## config.mk

```make
export PLATFORM = sky130hd
export DESIGN_NAME = acc_operand_path
export DESIGN_NICKNAME = d
export VERILOG_FILES = /design/src/verilog/acc_pkg.sv /design/src/verilog/issue_receiver.sv /design/src/verilog/operand_station.sv /design/src/verilog/dispatch_sender.sv /design/src/verilog/acc_operand_path.sv
export VERILOG_INCLUDE_DIRS = /design/src /design/src/verilog
export SDC_FILE = /design/constraint.sdc
export NUM_CORES = 1
export LEC_CHECK = 0
export BUFFER_PORTS_ARGS = -buffer_cell sky130_fd_sc_hd__clkbuf_2
export CORE_MARGIN = 2
export CORE_UTILIZATION = 56
export DETAILED_ROUTE_END_ITERATION = 7
export PLACE_DENSITY_LB_ADDON = 0.12
export SETUP_SLACK_MARGIN = 0.5
export SYNTH_ARGS = -nofsm -noshare
export SYNTH_HDL_FRONTEND = slang
export SYNTH_HIERARCHICAL = 1
export SYNTH_SLANG_ARGS = --single-unit
```

## constraint.sdc

```tcl
create_clock -name clk -period 11 [get_ports clk]
set_clock_uncertainty 0.15 [all_clocks]
set_input_delay 1.1 -clock clk [delete_from_list [all_inputs] [get_ports clk]]
set_output_delay 1.1 -clock clk [all_outputs]
set_load 0.01 [all_outputs]
```

## src/verilog/acc_params.svh

```systemverilog
`ifndef ACC_PARAMS_SVH
`define ACC_PARAMS_SVH

////////////////////////////////////////////////////////////////////////////
// widths of the operand path
////////////////////////////////////////////////////////////////////////////

// one tag per reorder-buffer slot, sixteen slots.
`define ACC_TAG_W 4

// single-precision operand.
`define ACC_DATA_W 32

// up to seven unresolved branches may sit ahead of an operand.
`define ACC_BCOUNT_W 3

`endif

```

## src/verilog/acc_pkg.sv

```systemverilog
`include "acc_params.svh"

package acc_pkg;

	typedef logic [`ACC_TAG_W-1:0] tag_t;
	typedef logic [`ACC_DATA_W-1:0] data_t;
	typedef logic [`ACC_BCOUNT_W-1:0] bcount_t;

	////////////////////////////////////////////////////////////////////////////
	// records
	////////////////////////////////////////////////////////////////////////////

	typedef struct packed {
		logic ready;       // data is valid; otherwise tag names the producer.
		tag_t tag;
		data_t data;
	} opd_t;

	typedef struct packed {
		opd_t opd;
		bcount_t bcount;   // older branches still unresolved at issue.
	} issue_t;

	typedef struct packed {
		logic valid;
		tag_t tag;
		data_t data;
	} cdb_t;

	// shared by both four-phase handshake FSMs.
	typedef enum logic [1:0] {
		idle,
		busy,
		wait_release
	} hs_state_t;

endpackage

```

## src/verilog/issue_receiver.sv

```systemverilog
module issue_receiver (
	input logic clk,
	input logic rst_n,
	input logic issue_req,
	input acc_pkg::issue_t issue,
	output logic issue_ack,
	output logic new_valid,
	output acc_pkg::issue_t new_issue,
	input logic new_ready
);
	import acc_pkg::*;

	hs_state_t state;

	////////////////////////////////////////////////////////////////////////////
	// four-phase handshake toward the issuer
	////////////////////////////////////////////////////////////////////////////

	always_ff @(posedge clk or negedge rst_n) begin
		if (!rst_n) begin
			state <= idle;
			issue_ack <= 1'b0;
			new_valid <= 1'b0;
		end else begin
			case (state)
				idle: begin
					if (issue_req) begin
						new_valid <= 1'b1;     // offer the record next cycle.
						state <= busy;
					end
				end
				busy: begin
					if (new_valid && new_ready) begin
						new_valid <= 1'b0;
						issue_ack <= 1'b1;     // the station holds the record now.
						state <= wait_release;
					end
				end
				wait_release: begin
					if (!issue_req) begin
						issue_ack <= 1'b0;
						state <= idle;
					end
				end
				default: begin
					state <= idle;
				end
			endcase
		end
	end

	// the issuer keeps the record stable only while req is high, so take a copy.
	always_ff @(posedge clk) begin
		if (state == idle && issue_req) begin
			new_issue <= issue;
		end
	end

endmodule

```

## src/verilog/operand_station.sv

```systemverilog
module operand_station (
	input logic clk,
	input logic rst_n,
	input logic new_valid,
	input acc_pkg::issue_t new_issue,
	output logic new_ready,
	input acc_pkg::cdb_t result,
	input logic branch_commit,
	input logic failure,
	output logic out_valid,
	output acc_pkg::data_t out_data,
	input logic out_ready
);
	import acc_pkg::*;

	logic e_valid;
	opd_t e_opd;
	bcount_t e_bcount;

	logic confirmed;
	logic dispatch;
	logic load;
	logic sel_valid;
	opd_t sel_opd;
	bcount_t sel_bcount;
	logic hit;
	logic kill;
	opd_t nxt_opd;
	bcount_t nxt_bcount;

	////////////////////////////////////////////////////////////////////////////
	// handoff on both sides
	////////////////////////////////////////////////////////////////////////////

	assign confirmed = e_valid && (e_bcount == '0);   // no older branch can kill it.
	assign out_valid = confirmed && e_opd.ready;
	assign out_data = e_opd.data;
	assign dispatch = out_valid && out_ready;

	// an entry leaving this cycle counts as empty, so a new one can follow at once.
	assign new_ready = !e_valid || dispatch;
	assign load = new_valid && new_ready;

	////////////////////////////////////////////////////////////////////////////
	// next entry
	////////////////////////////////////////////////////////////////////////////

	// the entry that lives through this cycle: the incoming one or the held one.
	always_comb begin
		if (load) begin
			sel_opd = new_issue.opd;
			sel_bcount = new_issue.bcount;
		end else begin
			sel_opd = e_opd;
			sel_bcount = e_bcount;
		end
	end

	assign sel_valid = load || (e_valid && !dispatch);

	// a broadcast in the load cycle must wake the entry too.
	assign hit = result.valid && !sel_opd.ready && (result.tag == sel_opd.tag);

	always_comb begin
		nxt_opd.ready = sel_opd.ready || hit;
		nxt_opd.tag = sel_opd.tag;
		nxt_opd.data = hit ? result.data : sel_opd.data;
	end

	assign nxt_bcount = (branch_commit && sel_bcount != '0) ? sel_bcount - 1'b1 : sel_bcount;

	// Confirmed entries are not on the wrong path and survive the flush.
	assign kill = failure && (sel_bcount != '0);

	always_ff @(posedge clk or negedge rst_n) begin
		if (!rst_n) begin
			e_valid <= 1'b0;
		end else begin
			e_valid <= sel_valid && !kill;
		end
	end

	always_ff @(posedge clk) begin
		e_opd <= nxt_opd;           // only meaningful while e_valid is set.
		e_bcount <= nxt_bcount;
	end

endmodule

```

## src/verilog/dispatch_sender.sv

```systemverilog
module dispatch_sender (
	input logic clk,
	input logic rst_n,
	input logic out_valid,
	input acc_pkg::data_t out_data,
	output logic out_ready,
	output logic acc_req,
	output acc_pkg::data_t acc_data,
	input logic acc_ack
);
	import acc_pkg::*;

	hs_state_t state;
	logic take;

	assign out_ready = (state == idle);
	assign take = out_valid && out_ready;

	////////////////////////////////////////////////////////////////////////////
	// four-phase handshake toward the accumulator
	////////////////////////////////////////////////////////////////////////////

	always_ff @(posedge clk or negedge rst_n) begin
		if (!rst_n) begin
			state <= idle;
			acc_req <= 1'b0;
		end else begin
			case (state)
				idle: begin
					if (take) begin
						acc_req <= 1'b1;
						state <= busy;
					end
				end
				busy: begin
					if (acc_ack) begin
						acc_req <= 1'b0;
						state <= wait_release;
					end
				end
				wait_release: begin
					if (!acc_ack) begin
						state <= idle;       // ack released, the next operand may come.
					end
				end
				default: begin
					state <= idle;
				end
			endcase
		end
	end

	// written only at a transfer, so acc_data holds until the ack is released.
	always_ff @(posedge clk) begin
		if (take) begin
			acc_data <= out_data;
		end
	end

endmodule

```

## src/verilog/acc_operand_path.sv

```systemverilog
module acc_operand_path (
	input logic clk,
	input logic rst_n,
	input logic issue_req,
	input acc_pkg::issue_t issue,
	output logic issue_ack,
	input acc_pkg::cdb_t result,
	input logic branch_commit,
	input logic failure,
	output logic acc_req,
	output acc_pkg::data_t acc_data,
	input logic acc_ack
);
	import acc_pkg::*;

	logic new_valid;
	issue_t new_issue;
	logic new_ready;
	logic out_valid;
	data_t out_data;
	logic out_ready;

	issue_receiver u_receiver (
		.clk(clk),
		.rst_n(rst_n),
		.issue_req(issue_req),
		.issue(issue),
		.issue_ack(issue_ack),
		.new_valid(new_valid),
		.new_issue(new_issue),
		.new_ready(new_ready)
	);

	operand_station u_station (
		.clk(clk),
		.rst_n(rst_n),
		.new_valid(new_valid),
		.new_issue(new_issue),
		.new_ready(new_ready),
		.result(result),
		.branch_commit(branch_commit),
		.failure(failure),
		.out_valid(out_valid),
		.out_data(out_data),
		.out_ready(out_ready)
	);

	dispatch_sender u_sender (
		.clk(clk),
		.rst_n(rst_n),
		.out_valid(out_valid),
		.out_data(out_data),
		.out_ready(out_ready),
		.acc_req(acc_req),
		.acc_data(acc_data),
		.acc_ack(acc_ack)
	);

endmodule

```

== After elaboration in Yosys (flattened, before gate mapping) ==
Index checks and enable logic that the tools add are counted.

* Bits in registers: 120
* Bits of input ports: 83
* Output and inout port bits: 34
* Word-level logic and storage cells: 79

* Add/subtract/negate cells: 1
* Equality and inequality tests: 11
* Muxes and demuxes: 21
* Reduce and logical (&&, ||, !) cells: 31

{| class="wikitable"
|+ Operators with widths
! kind !! count
|-
| 2-to-1 mux 37 bit || 1
|-
| 2-to-1 mux 32 bit || 1
|-
| AND reduction 3 bit || 5
|-
| 2-to-1 mux 2 bit || 6
|-
| one-hot mux 2 bit (3 select lines) || 2
|-
| logical AND 1 bit || 11
|-
| inequality test 2 bit, second input constant || 5
|-
| nonzero test 2 bit || 4
|-
| 2-to-1 mux 1 bit || 6
|-
| 2-to-1 mux 3 bit || 2
|-
| one-hot mux 1 bit (2 select lines) || 3
|-
| equality test 2 x 1 -> 1 bit, second input constant || 2
|-
| equality test 2 bit, second input constant || 2
|-
| equality test 4 bit || 1
|-
| logical NOT 1 bit || 4
|-
| logical NOT 2 bit || 2
|-
| logical NOT 3 bit || 1
|-
| logical OR 1 bit || 3
|-
| nonzero test 3 bit || 1
|-
| subtractor 3 x 1 -> 3 bit, second input constant || 1
|-
| inequality test 2 x 1 -> 1 bit, second input constant || 1
|}

== Logic depth before layout (Yosys ltp) ==
Gate-level depths: netlist of run 1.

* Depth in word-level cells: 11
* Gate-level depth with buffers: 10

== Cells and area by module ==
Netlist of run 1, hierarchy kept.

{| class="wikitable"
|+ Modules (own cells, without submodules)
! module !! times used !! cells an instance !! area an instance (um^2) !! seq. area each (um^2)
|-
| operand_station || 1 || 215 || 2367.3 || 1146.1
|-
| issue_receiver || 1 || 56 || 1371.3 || 1301.2
|-
| dispatch_sender || 1 || 46 || 1092.3 || 1036.0
|}

== Worst setup path before layout of run 1 ==
No wires, ideal clock.

* Path kind: in2reg
* Start point: in issue_req
* End point: reg u_receiver/new_issue[0] (netlist name)
* Setup time: 495 ps
* Arrival time: 4035 ps
* Required time: 10355 ps
* Slack: 6319 ps
* Stages: 1
* Path buffers: 0
* Cells stage by stage: nor3b_1

* Cells in the longest elaborated chain, start to end: 1

{| class="wikitable"
|+ Ends and longest elaborated chain
! element !! line !! source
|-
| start, declared || acc_operand_path.sv:4 || <nowiki>input logic issue_req,</nowiki>
|-
| logical AND 1 bit || issue_receiver.sv:54 || <nowiki>if (state == idle && issue_req) begin</nowiki>
|}

No other way between the ends.
A chain may end at the register's enable or synchronous reset.

== Worst setup path in the final report of run 1 ==
* Start point: reg u_station.e_bcount[2]
* End point: reg u_station.e_opd, in the netlist u_station/out_data[15] (enable)

* Cells in the longest elaborated chain, start to end: 11
* Elaborated cells between the ends (all ways): 12

{| class="wikitable"
|+ Ends and longest elaborated chain
! element !! line !! source
|-
| start, declared || operand_station.sv:18 || <nowiki>bcount_t e_bcount;</nowiki>
|-
| start signal, assigned || operand_station.sv:85 || <nowiki>e_bcount <= nxt_bcount;</nowiki>
|-
| logical NOT 3 bit * || operand_station.sv:35 || <nowiki>assign confirmed = e_valid && (e_bcount == '0);</nowiki>
|-
| logical AND 1 bit * || operand_station.sv:35 ||
|-
| logical AND 1 bit * || operand_station.sv:36 || <nowiki>assign out_valid = confirmed && e_opd.ready;</nowiki>
|-
| logical AND 1 bit * || operand_station.sv:38 || <nowiki>assign dispatch = out_valid && out_ready;</nowiki>
|-
| logical OR 1 bit * || operand_station.sv:41 || <nowiki>assign new_ready = !e_valid || dispatch;</nowiki>
|-
| logical AND 1 bit * || operand_station.sv:42 || <nowiki>assign load = new_valid && new_ready;</nowiki>
|-
| branches (longest 4 deep; another with 2-to-1 mux 37 bit) || -- ||
|-
| nonzero test 2 bit (no source line) * || -- ||
|-
| end signal, assigned || operand_station.sv:84 || <nowiki>e_opd <= nxt_opd;</nowiki>
|-
| end, declared || operand_station.sv:17 || <nowiki>opd_t e_opd;</nowiki>
|}

Every way passes the cells marked *. The select of a mux whose other input is x is not followed.

==> results of run 1 <==
-- registers in the layout, indices dropped and copies added (netlist names) --
signal,cells
u_station/e_opd,5
u_sender/acc_req,1
u_station/e_bcount,3
u_station/out_data,32
u_sender/acc_data,32
u_receiver/issue_ack,1
u_station/e_valid,1
u_sender/state,2
u_receiver/new_issue,40
u_receiver/new_valid,1
u_receiver/state,2
-- kinds of logic (layout without fill, tap and decap cells) --
group	after synthesis	after routing	share of synthesized area, %
flip-flops	120	120	72.1
XOR/XNOR	5	5	1.61
AND/OR/NAND/NOR	53	53	5.34
buffers and inverters	78	193	9.09
AO/OA/AOI/OAI	18	18	2.54
multiplexers	41	41	8.81
adder cells (fa/ha/maj)	2	2	0.518
-- metal layers --
metal / share of wire (%) / vias to the layer above
li1: - / 1278
met1: 41 / 1163
met2: 53 / 84
met4: 0.94 / 0
met5: 0 / -
met3: 5.7 / 6
-- layout by cell type (no fill, tap or decap), types with 3 or more instances in the layout --
cell        synthesis  layout
a21oi_1             5       5
buf_4              33       6
bufinv_16           0       3
clkbuf_16           0      16
clkbuf_2            0     116
clkinv_2            0       4
clkinvlp_4          0       3
dfrtp_1             8       8
dfxtp_1             8       8
edfxtp_1          104     104
inv_1              38      38
mux2_4              3       3
mux2i_1            38      38
nand2_1            37      37
nor2_1              3       3
o21ai_0             5       5
-- final cells by class --
class                           count  area share, %
Clock inverter                     13           2.62
Inverter                           39           2.49
Tap cell                          105           2.23
Sequential cell                   120           59.2
Timing Repair Buffer              122           10.6
Multi-Input combinational cell    119           15.7
Clock buffer                       19           7.17
-- stage by stage --
step                      std cells  setup WS [ns]  power [mW]  util, %
final                           537           7.28        1.59     70.9
after global routing            537           7.07        1.67     70.9
after CTS                       537           7.23        1.61     70.9
after detailed placement        505           7.32        1.07     64.0
after global placement          505           7.44        1.05     64.0
after floorplan                 317           6.32        1.05        -
-- how the worst max path moves through the flow --
stage,endpoint,slack (ns),depth (start not counted)
6_report,u_station/out_data[15],7.28,8
2_1_floorplan,u_receiver/new_issue[0],6.32,1
3_5_place_dp,u_station/out_data[16],7.32,8
5_1_grt,u_station/out_data[15],7.07,8
3_3_place_gp,u_station/out_data[23],7.44,8
4_1_cts,u_station/out_data[30],7.23,8
-- power groups by stage --
stage          logic (mW)  registers, mW  clock network (mW)
2_1_floorplan       0.307          0.743                   0
3_3_place_gp        0.310          0.738                   0
3_5_place_dp        0.324          0.745                   0
4_1_cts             0.328          0.738               0.540
5_1_grt             0.358          0.752               0.564
6_report            0.322          0.737               0.528
==> results by group, run 1 <==
Worst setup path
  – Flop-to-flop setup slack: roughly 7.3 ns
  – Critical path launch point type: register
  – CP Cell Sequence: or4b_4, o21ai_4, buf_4, mux2i_1, o211ai_2, nor4_4, or2_1, buf_4
  – Worst R2R End: u_station/out_data[15]
  – Crit path launch: u_station/e_bcount[2]
  – Depth of the most critical reg-to-reg path: 8
  – CP max-delay cell: or4b_4
  – Family with the most delay on the worst path: simple AND/OR/NAND/NOR gates
  – Worst R2R Start: u_station/e_bcount[2]
  – CP required: 11.03 ns
  – Crit path buf inv count: 2
  – CP peak stage delay: between 0.5 and 0.6 ns
  – Critical Setup Path Class: register to register
  – Worst EP arrival: 3.75 ns
  – CP most frequent cell: buf_4
  – Worst-path fanout max: 25
  – Setup crit end kind: register

Logic synthesis
  – Share of the synthesized area in the top cell type: roughly 65%
  – EDFF count, synth: approximately 100
  – Flops & latches, synth: 120
  – Netlist cell types: 36
  – Most numerous cell in the Yosys netlist: edfxtp_1
  – Synth Warn #: 6
  – Synth Cell Area: 4830 um2
  – Syn Inst Count: 317
  – Post-Syn Nets: between 400 and 500
  – Top post-synthesis cells by area: edfxtp_1, mux2i_1, buf_4
  – Seq/Total Area, Yosys: between 70 and 80%
  – Synth area leader: edfxtp_1
  – Commonest cells in the synthesized netlist: edfxtp_1, inv_1, mux2i_1
  – Ys async rst share: roughly 6.7%
  – Primary FF master, synth: edfxtp_1
  – Mean post-synth cell area: roughly 15 um2

STA
  – Hold Slack: 0.265 ns
  – Setup tns final: 0 ns
  – Max-slew violations: 0
  – Hold Violations, Final: 0
  – Slew @ Worst Pin: 0.529 ns
  – Endpoints failing setup: 0
  – Fmax: approximately 270 MHz
  – Minimum clock period: around 3.7 ns
  – Final Cycle Share: around a third
  – Slew HR: ~65%
  – RSZ-0062 raised after global routing: no

Hold path
  – Hold crit path type: register to register
  – Min-Delay Endpoint: u_sender/acc_data[23]
  – HP Start: u_station/out_data[23]
  – Hold Crit Depth: 0

Global routing
  – Met3 GRT Util: around 6.4%
  – Met1 Usage GRT: around a fifth
  – Overflow after GRT: 0
  – Vias in the first global route: between 2000 and 3000
  – Pin count of the biggest net entering global routing: 34
  – Gr busiest metal: met2
  – Initial antenna violation count: 0
  – GRT met2 Usage: between 20 and 30%
  – First-pass GRT wire length: 12400 um
  – Total track usage: between 10% and 20%

Power
  – Sw Ratio: a little over a quarter
  – NetSw: 0.431 mW
  – Internal power: about 1.2 mW
  – PD cells: roughly 270 nW/um2
  – Clock power share: about 33%
  – Leakage power: 2.44 nW
  – Worst IR Drop VDD: roughly 0.14 mV
  – Combinational group share of total power: 20.3%
  – Flop pwr share: a little under half

Route
  – Post-route ant nets: 0
  – DRT iter0 DRCs: around 120
  – First-pass detailed-route iteration total: 4
  – Vias/cell: 4.71
  – Drc violations: 0
  – Via count: between 2000 and 3000
  – WL per Instance: 13.9 um
  – Final wirelength: 7470 um

Clock network
  – Resized Gates After CTS: 0
  – Maximum clock path buffer count: 2
  – Clock slew at reported path FFs: about 0.060 ns
  – CTS Hold Buffers Added: 0
  – Number of CTS-inserted buffers: 17
  – Sink Count: 120
  – Clock Latency Late Sink: 0.50 ns
  – Clk root buf: clkbuf_8
  – Number of H-tree branching levels: 4
  – CTS tree: built
  – Post-CTS setup buffers: 0

Place
  – Dpl hpwl: around 5300 um
  – IO Port Bufs: between 100 and 150
  – Post-DP Area: 5310 um2
  – GP Congestion: 0.729

Final layout
  – Final Cell Area: slightly below 6000 um2
  – Multi-input gate area: approximately 920 um2
  – Layout cells sized above 1: a little under two fifths
  – Antenna diode count: 0
  – Area Overhead vs Synth: 21.8%
  – # nets final: between 500 and 600
  – Register area: between 3000 and 4000 um2
  – Filler instances: between 500 and 600

Die
  – Die area: around 9400 um2
  – I/O pins: roughly 120
  – FP Rows: 33
  – Die width: 96.9 um
  – CORE AREA: between 8000 and 9000 um2
  – Die Y: roughly 97 um
  – Initial core utilization: 58.2%

Run status
  – Run status: completed

Job
  – Maxcap violations: 0
No activity file was read; power rests on OpenSTA's default activity.
==> run 2, diff against run 1 <==
--- a/config.mk
+++ b/config.mk
@@ -8,7 +8,7 @@
 export LEC_CHECK = 0
 export BUFFER_PORTS_ARGS = -buffer_cell sky130_fd_sc_hd__clkbuf_2
 export CORE_MARGIN = 2
-export CORE_UTILIZATION = 56
+export CORE_UTILIZATION = 53
 export DETAILED_ROUTE_END_ITERATION = 7
 export PLACE_DENSITY_LB_ADDON = 0.12
 export SETUP_SLACK_MARGIN = 0.5
==> constraint.sdc (replaced) <==
create_clock -name clk -period 3.45 [get_ports clk]
set_clock_uncertainty 0.15 [all_clocks]
set_input_delay 0.345 -clock clk [delete_from_list [all_inputs] [get_ports clk]]
set_output_delay 0.345 -clock clk [all_outputs]
set_load 0.01 [all_outputs]
==> run 2 against run 1 <==
Compared with the run above: highest routed layer unchanged; via count up 8.4%; largest cell class unchanged; total power rose to 3.2 times the previous value; worst setup slack worse by 6.7 ns; routed wire length rose by 12%.
==> results by group, run 2 (synthesis gave the netlist of run 1 again) <==
Place
  – DP Cell Count: 507 (+0.40%)
  – IO Port Bufs: 116 (unchanged)
  – Dpl ws: 0.348 ns (-6.98 ns)
  – GP Congestion: 0.755 (+3.7%)
  – Dpl hpwl: 5110 um (-3.2%)

Route
  – WL per Instance: 14.2 um (+2.2%)
  – DRT iter0 DRCs: 113 (-8.9%)
  – Final wirelength: 8340 um (+12%)
  – Vias/cell: 4.67 (-0.82%)
  – Post-route ant nets: 0 (unchanged)
  – Drc violations: 0 (unchanged)
  – Via count: 2744 (+8.4%)
  – First-pass detailed-route iteration total: 4 (unchanged)

STA
  – RSZ-0062 raised after global routing: yes
  – Endpoints failing setup: 0 (unchanged)
  – Worst setup margin: 0.531 ns (-6.75 ns)
  – Slew HR: 47.1% (-18 points)
  – Final Cycle Share: 84.6% (+51 points)
  – Hold Slack: 0.0372 ns (-0.228 ns)
  – Setup tns final: 0 ns (unchanged)
  – Max-slew violations: 0 (unchanged)
  – Slew @ Worst Pin: 0.793 ns (+0.264 ns)
  – Hold Violations, Final: 0 (unchanged)
  – Fmax: 343 MHz (+28%)
  – Minimum clock period: 2.92 ns (-0.804 ns)

Hold path
  – HP Start: result[20]
  – Min-Delay Endpoint: u_station/out_data[20]
  – Hold Crit Depth: 3 (+3)
  – Hold crit path type: input port to register

Worst setup path
  – Worst-path fanout max: 16 (-36%)
  – Critical Setup Path Class: register to register
  – Critical path launch point type: register
  – Flop-to-flop setup slack: 0.53 ns (-6.75 ns)
  – Worst EP arrival: 2.95 ns (-0.80 ns)
  – CP required: 3.48 ns (-7.55 ns)
  – Setup crit end kind: register
  – Depth of the most critical reg-to-reg path: 7 (-1)
  – Worst R2R Start: u_station/e_bcount[0]
  – Worst R2R End: u_station/out_data[14]

Global routing
  – Vias in the first global route: 2760 (+6.6%)
  – First-pass GRT wire length: 12900 um (+4.1%)
  – Overflow after GRT: 0 (unchanged)
  – Pin count of the biggest net entering global routing: 41 (+21%)
  – Total track usage: 17.6% (+0.31 points)
  – Initial antenna violation count: 0 (unchanged)

Power
  – Leakage power: 2.64 nW (+8.0%)
  – Worst IR Drop VDD: 0.434 mV (+200%)
  – Total power: 5.12 mW (+220%)
  – PD cells: 803 nW/um2 (+200%)

Final layout
  – Largest register FFs: 40 (unchanged)
  – # nets final: 551 (+9.3%)
  – Commonest non-fill, non-tap cells in the layout: clkbuf_2, edfxtp_1, dlygate4sd3_1
  – Filler instances: 587 (+3.7%)
  – Area Overhead vs Synth: 31.9%
  – Layout cells sized above 1: 36.3% (-1.9 points)
  – Most common cell after layout, fill and taps aside: clkbuf_2
  – Antenna diode count: 0 (unchanged)
  – Finished Layout Cells: 587 (+9.3%)
  – Largest Register: u_receiver/new_issue

Clock network
  – Number of H-tree branching levels: 4 (unchanged)
  – Clock Latency Late Sink: 0.50 ns (about the same)
  – Sink Count: 120 (unchanged)
  – Maximum clock path buffer count: 2 (unchanged)
  – CTS tree: built
  – Clock slew at reported path FFs: 0.05 ns (about the same)
  – Number of CTS-inserted buffers: 17 (unchanged)
  – Clk root buf: clkbuf_8

Die
  – Die area: 9890 um2 (+5.4%)
  – I/O pins: 117 (unchanged)
  – Die Y: 99.5 um (+2.7%)
  – FP Rows: 34 (+3.0%)
  – CORE AREA: 8760 um2 (+5.6%)
  – Initial core utilization: 55.1% (-3.1 points)
  – Die width: 99.5 um (+2.7%)

Job
  – Maxcap violations: 0 (unchanged)

Run status
  – Run status: completed
==> run 2: cell count changes in the layout (fill, tap and decap cells not counted), sizes merged <==
cell / previous run / this run
or2: 1 / 3
clkinv: 6 / 4
bufinv: 3 / 2
buf: 6 / 7
clkbuf: 135 / 136
dlygate4sd3: 0 / 44
clkinvlp: 3 / 5
==> run 2: power by group <==
group / switching [mW] / internal (mW)
Combinational: 0.668 / 0.481
Sequential: 0.158 / 2.19
Clock: 0.594 / 1.02
Total: 1.42 / 3.70
==> run 2: repair_timing <==
action	4_1_cts	5_1_grt
pin swaps	2	3
resized for setup	2	7
gates cloned	1	1
endpoints found under the hold margin	54	0
hold buffers	44	0
buffers inserted	1	1
setup endpoints to repair	64	64
==> run 2: critical path, stage by stage, from the launching register on <==
cell and delay (ns):
dfxtp_1 0.32, or4b_4 0.57, o21ai_4 0.28, mux2_4 0.37
xor2_4 0.16, nor4_4 0.27, buf_4 0.20, or2_4 0.28
==> run 2: final cells by class <==
cell class                      instances  area [um2]  area share (%)
Sequential cell                       120        3480            54.7
Timing Repair Buffer                  167        1090            17.2
Inverter                               39         146            2.30
Clock inverter                         12         126            1.98
Multi-Input combinational cell        121         961            15.1
Tap cell                              108         135            2.12
Clock buffer                           20         425            6.68
==> run 2: how the worst max path moves through the flow <==
stage | cells past startpoint | to | slack, ns | start
3_5_place_dp | 6 | u_station/out_data[1] | 0.35 | u_station/e_bcount[0]
2_1_floorplan | 7 | u_station/out_data[0] | 0.44 | u_station/e_bcount[0]
6_report | 7 | u_station/out_data[14] | 0.53 | u_station/e_bcount[0]
5_1_grt | 7 | u_station/out_data[14] | 0.45 | u_station/e_bcount[0]
4_1_cts | 7 | u_station/out_data[11] | 0.46 | u_station/e_bcount[0]
3_3_place_gp | 6 | u_station/out_data[8] | 0.39 | u_station/e_bcount[0]
==> run 2: metal layers <==
metal / GRT usage, % / vias up / part of all wire (%)
met4: 7.27 / 0 / 1.3
met5: 0 / - / 0
met3: 5.13 / 11 / 5.5
li1: - / 1375 / -
met1: 20.4 / 1275 / 42
met2: 30.7 / 83 / 52
==> run 2: through the flow <==
stage | util [%] | cell area, um2
global placement | 60.7 | 5320
detailed placement | 60.7 | 5320
CTS | 72.2 | 6330
global route | 72.7 | 6370
finish | 72.7 | 6370
floorplan | - | 4850
==> run 3, diff against run 2 <==
--- a/config.mk
+++ b/config.mk
@@ -6,9 +6,10 @@
 export SDC_FILE = /design/constraint.sdc
 export NUM_CORES = 1
 export LEC_CHECK = 0
+export ABC_AREA = 1
 export BUFFER_PORTS_ARGS = -buffer_cell sky130_fd_sc_hd__clkbuf_2
 export CORE_MARGIN = 2
-export CORE_UTILIZATION = 53
+export CORE_UTILIZATION = 49
 export DETAILED_ROUTE_END_ITERATION = 7
 export PLACE_DENSITY_LB_ADDON = 0.12
 export SETUP_SLACK_MARGIN = 0.5
==> constraint.sdc (replaced) <==
create_clock -name clk -period 2.43 [get_ports clk]
set_clock_uncertainty 0.15 [all_clocks]
set_input_delay 0.243 -clock clk [delete_from_list [all_inputs] [get_ports clk]]
set_output_delay 0.243 -clock clk [all_outputs]
set_load 0.01 [all_outputs]
==> run 3 against run 2 <==
Compared with the run above: utilization up 0.38 points; global-route usage rose by 4.0 points; total power is 71% higher; largest cell class unchanged; maximum frequency increased by 27%; combinational power is 150% higher; critical path type unchanged; routed wire length rose by 39%.
==> results by group, run 3 <==
Logic synthesis
  – Netlist cell types: 30 (-17%)
  – Adder-cell share of the synthesized area: 0.481% (-0.037 points)
  – Mean post-synth cell area: 11.9 um2 (-22%)
  – Commonest cells in the synthesized netlist: edfxtp_1, nand2_1, inv_1
  – Top post-synthesis cells by area: edfxtp_1, nand2_1, buf_4
  – Share of the synthesized area in the top cell type: 60.0% (-4.6 points)
  – Mux share of post-synthesis cell area: 0.769% (-8.0 points)
  – XOR/XNOR share of the synthesized area: 0.168% (-1.4 points)
  – Seq/Total Area, Yosys: 66.9% (-5.2 points)
  – Synth Cell Area: 5200 um2 (+7.7%)
  – Largest family of logic cells by synthesized area: simple AND/OR/NAND/NOR gates
  – Post-synthesis compound-gate area fraction: 0.553% (-2.0 points)
  – Ys async rst share: 6.67% (unchanged)
  – EDFF count, synth: 104 (unchanged)
  – Primary FF master, synth: edfxtp_1
  – Synth Warn #: 6 (unchanged)
  – Post-synthesis simple-gate area fraction: 19.6% (+14 points)
  – Flops & latches, synth: 120 (unchanged)
  – Syn Inst Count: 438 (+38%)
  – Synth area leader: edfxtp_1
  – Post-Syn Nets: 523 (+30%)
  – Most numerous cell in the Yosys netlist: edfxtp_1

Worst setup path
  – Depth of the most critical reg-to-reg path: 13 (+6)
  – Critical Setup Path Class: register to register
  – CP required: 2.71 ns (-0.77 ns)
  – Setup crit end kind: register
  – Worst R2R End: u_station/e_bcount[2]
  – Worst-path fanout max: 6 (-10)
  – Crit path to: u_station/e_bcount[2]
  – Crit path launch: u_station/e_opd[36]
  – Flop-to-flop setup slack: 0.13 ns (-0.40 ns)
  – Worst R2R Start: u_station/e_opd[36]
  – Worst EP arrival: 2.58 ns (-0.37 ns)
  – Critical path launch point type: register

Power
  – NetSw: 2.79 mW (+97%)
  – PD cells: 1160 nW/um2 (+44%)
  – Sw Ratio: 32.0% (+4.3 points)
  – Combinational group share of total power: 32.4% (+9.9 points)
  – Worst IR Drop VDD: 0.687 mV (+58%)
  – Leakage power: 3.37 nW (+28%)
  – Clock power share: 28.9% (-2.7 points)
  – Internal power: 5.93 mW (+60%)
  – Flop pwr share: 38.6% (-7.4 points)

Clock network
  – Maximum clock path buffer count: 2 (unchanged)
  – Clk root buf: clkbuf_8
  – Clock slew at reported path FFs: 0.06 ns (about the same)
  – Number of CTS-inserted buffers: 17 (unchanged)
  – Number of H-tree branching levels: 4 (unchanged)
  – Sink Count: 120 (unchanged)
  – Clock Latency Late Sink: 0.51 ns (about the same)
  – CTS tree: built

Hold path
  – Hold crit path type: register to register
  – Hold Crit Depth: 0 (-3)

Final layout
  – # nets final: 731 (+33%)
  – Most common cell after layout, fill and taps aside: clkbuf_2
  – Final Cell Area: 7540 um2 (+18%)
  – Antenna diode count: 0 (unchanged)
  – Largest Register: u_receiver/new_issue
  – Commonest non-fill, non-tap cells in the layout: clkbuf_2, edfxtp_1, nand2_1
  – Filler instances: 681 (+16%)
  – Largest register FFs: 40 (unchanged)
  – Layout cells sized above 1: 36.1% (-0.21 points)
  – Area Overhead vs Synth: 45.0%

Route
  – WL per Instance: 14.6 um (+2.5%)
  – Vias/cell: 4.65 (-0.55%)
  – Drc violations: 0 (unchanged)
  – Final wirelength: 11600 um (+39%)
  – First-pass detailed-route iteration total: 4 (unchanged)
  – DRT iter0 DRCs: 118 (+4.4%)
  – Post-route ant nets: 0 (unchanged)
  – Via count: 3696 (+35%)

STA
  – Slew @ Worst Pin: 0.511 ns (-0.282 ns)
  – Fmax: 435 MHz (+27%)
  – Hold Slack: 0.264 ns (+0.227 ns)
  – Slew HR: 65.9% (+19 points)
  – RSZ-0062 raised after global routing: yes
  – Endpoints failing setup: 0 (unchanged)
  – Minimum clock period: 2.30 ns (-0.622 ns)
  – Final Cycle Share: 94.5% (+9.9 points)
  – Hold Violations, Final: 0 (unchanged)
  – Max-slew violations: 0 (unchanged)

Die
  – Die area: 11500 um2 (+16%)
  – I/O pins: 117 (unchanged)
  – CORE AREA: 10300 um2 (+18%)
  – Die Y: 107 um (+7.6%)
  – Die width: 107 um (+7.6%)
  – Initial core utilization: 50.4% (-4.7 points)
  – FP Rows: 37 (+8.8%)

Global routing
  – Initial antenna violation count: 0 (unchanged)
  – First-pass GRT wire length: 18200 um (+41%)
  – Total track usage: 21.6% (+4.0 points)
  – Overflow after GRT: 0 (unchanged)
  – Vias in the first global route: 3696 (+34%)
  – Pin count of the biggest net entering global routing: 33 (-20%)

Run status
  – Run status: completed

Place
  – Dpl hpwl: 6550 um (+28%)
  – GP Congestion: 0.800 (+5.9%)
  – Post-DP Area: 5700 um2 (+7.2%)
  – IO Port Bufs: 116 (unchanged)

Job
  – Maxcap violations: 0 (unchanged)
==> run 3: logic make-up after synthesis <==
family	count (synthesis)
AO/OA/AOI/OAI	5
XOR/XNOR	1
adder cells (fa/ha/maj)	2
buffers and inverters	102
flip-flops	120
multiplexers	4
AND/OR/NAND/NOR	204
==> run 3: worst min path at each step <==
stage | start | end | slack, ns
2_1_floorplan | rst_n | u_receiver/issue_ack | -0.20
3_3_place_gp | rst_n | u_receiver/issue_ack | -0.05
3_5_place_dp | rst_n | u_receiver/state[1] | -0.05
4_1_cts | result[36] | u_station/e_opd[36] | 0.21
5_1_grt | u_station/out_data[4] | u_sender/acc_data[4] | 0.27
6_report | u_station/out_data[15] | u_sender/acc_data[15] | 0.26
==> run 3: power groups by stage <==
stage	registers (mW)	logic (mW)	clock network [mW]
5_1_grt	3.43	3.07	2.67
2_1_floorplan	3.35	1.89	0
3_3_place_gp	3.35	1.91	0
3_5_place_dp	3.38	1.98	0
4_1_cts	3.35	2.64	2.55
6_report	3.37	2.83	2.52
==> run 3: cell type report <==
class / count / area [um2] / area share (%)
repair buffers: 233 / 1750 / 23.3
multi-input cells: 220 / 1330 / 17.6
well taps: 136 / 170 / 2.26
flip-flops and latches: 120 / 3480 / 46.2
clock buffers: 18 / 418 / 5.54
clock inverters: 14 / 181 / 2.40
inverters: 53 / 203 / 2.69
repair inverters: 1 / 7.51 / 0.0995
==> run 3: per-layer routing <==
metal  vias up  wire length, um  global-route usage (%)
met2       124             5960                    36.8
li1       1868                -                       -
met5         -                0                       0
met4         0              207                    10.3
met1      1687             4830                    26.1
met3        17              587                    4.50
==> run 3: per-stage QoR <==
step / TNS [ns] / instances / total power [mW] / utilization, % / setup WS [ns]
after floorplan: 0 / 438 / 5.24 / - / 0.283
after global placement: 0 / 652 / 5.26 / 55.2 / 0.0280
after detailed placement: -0.236 / 652 / 5.36 / 55.2 / -0.0448
after CTS: 0 / 790 / 8.55 / 72.1 / 0.237
after global routing: 0 / 795 / 9.17 / 73.1 / 0.0501
final: 0 / 795 / 8.72 / 73.1 / 0.133
==> run 3: what timing repair did <==
action                                 4_1_cts  5_1_grt
resized for setup                           25       14
pin swaps                                    8       12
buffers inserted                            24        4
setup endpoints to repair                  101      101
endpoints found under the hold margin       89        0
hold buffers                                78        0
cloned                                       4        1
==> run 3: worst max-delay path, cell delays in order, from the launching register on <==
cell and delay (ns):
dfxtp_2 0.35, inv_1 0.10, nor2_4 0.15, nand3_4 0.12, nand2_8 0.12, nand2_8 0.07
buf_8 0.16, mux2i_4 0.19, ha_2 0.21, ha_2 0.18, inv_2 0.06, nand2_2 0.06
inv_2 0.08, mux2i_1 0.21
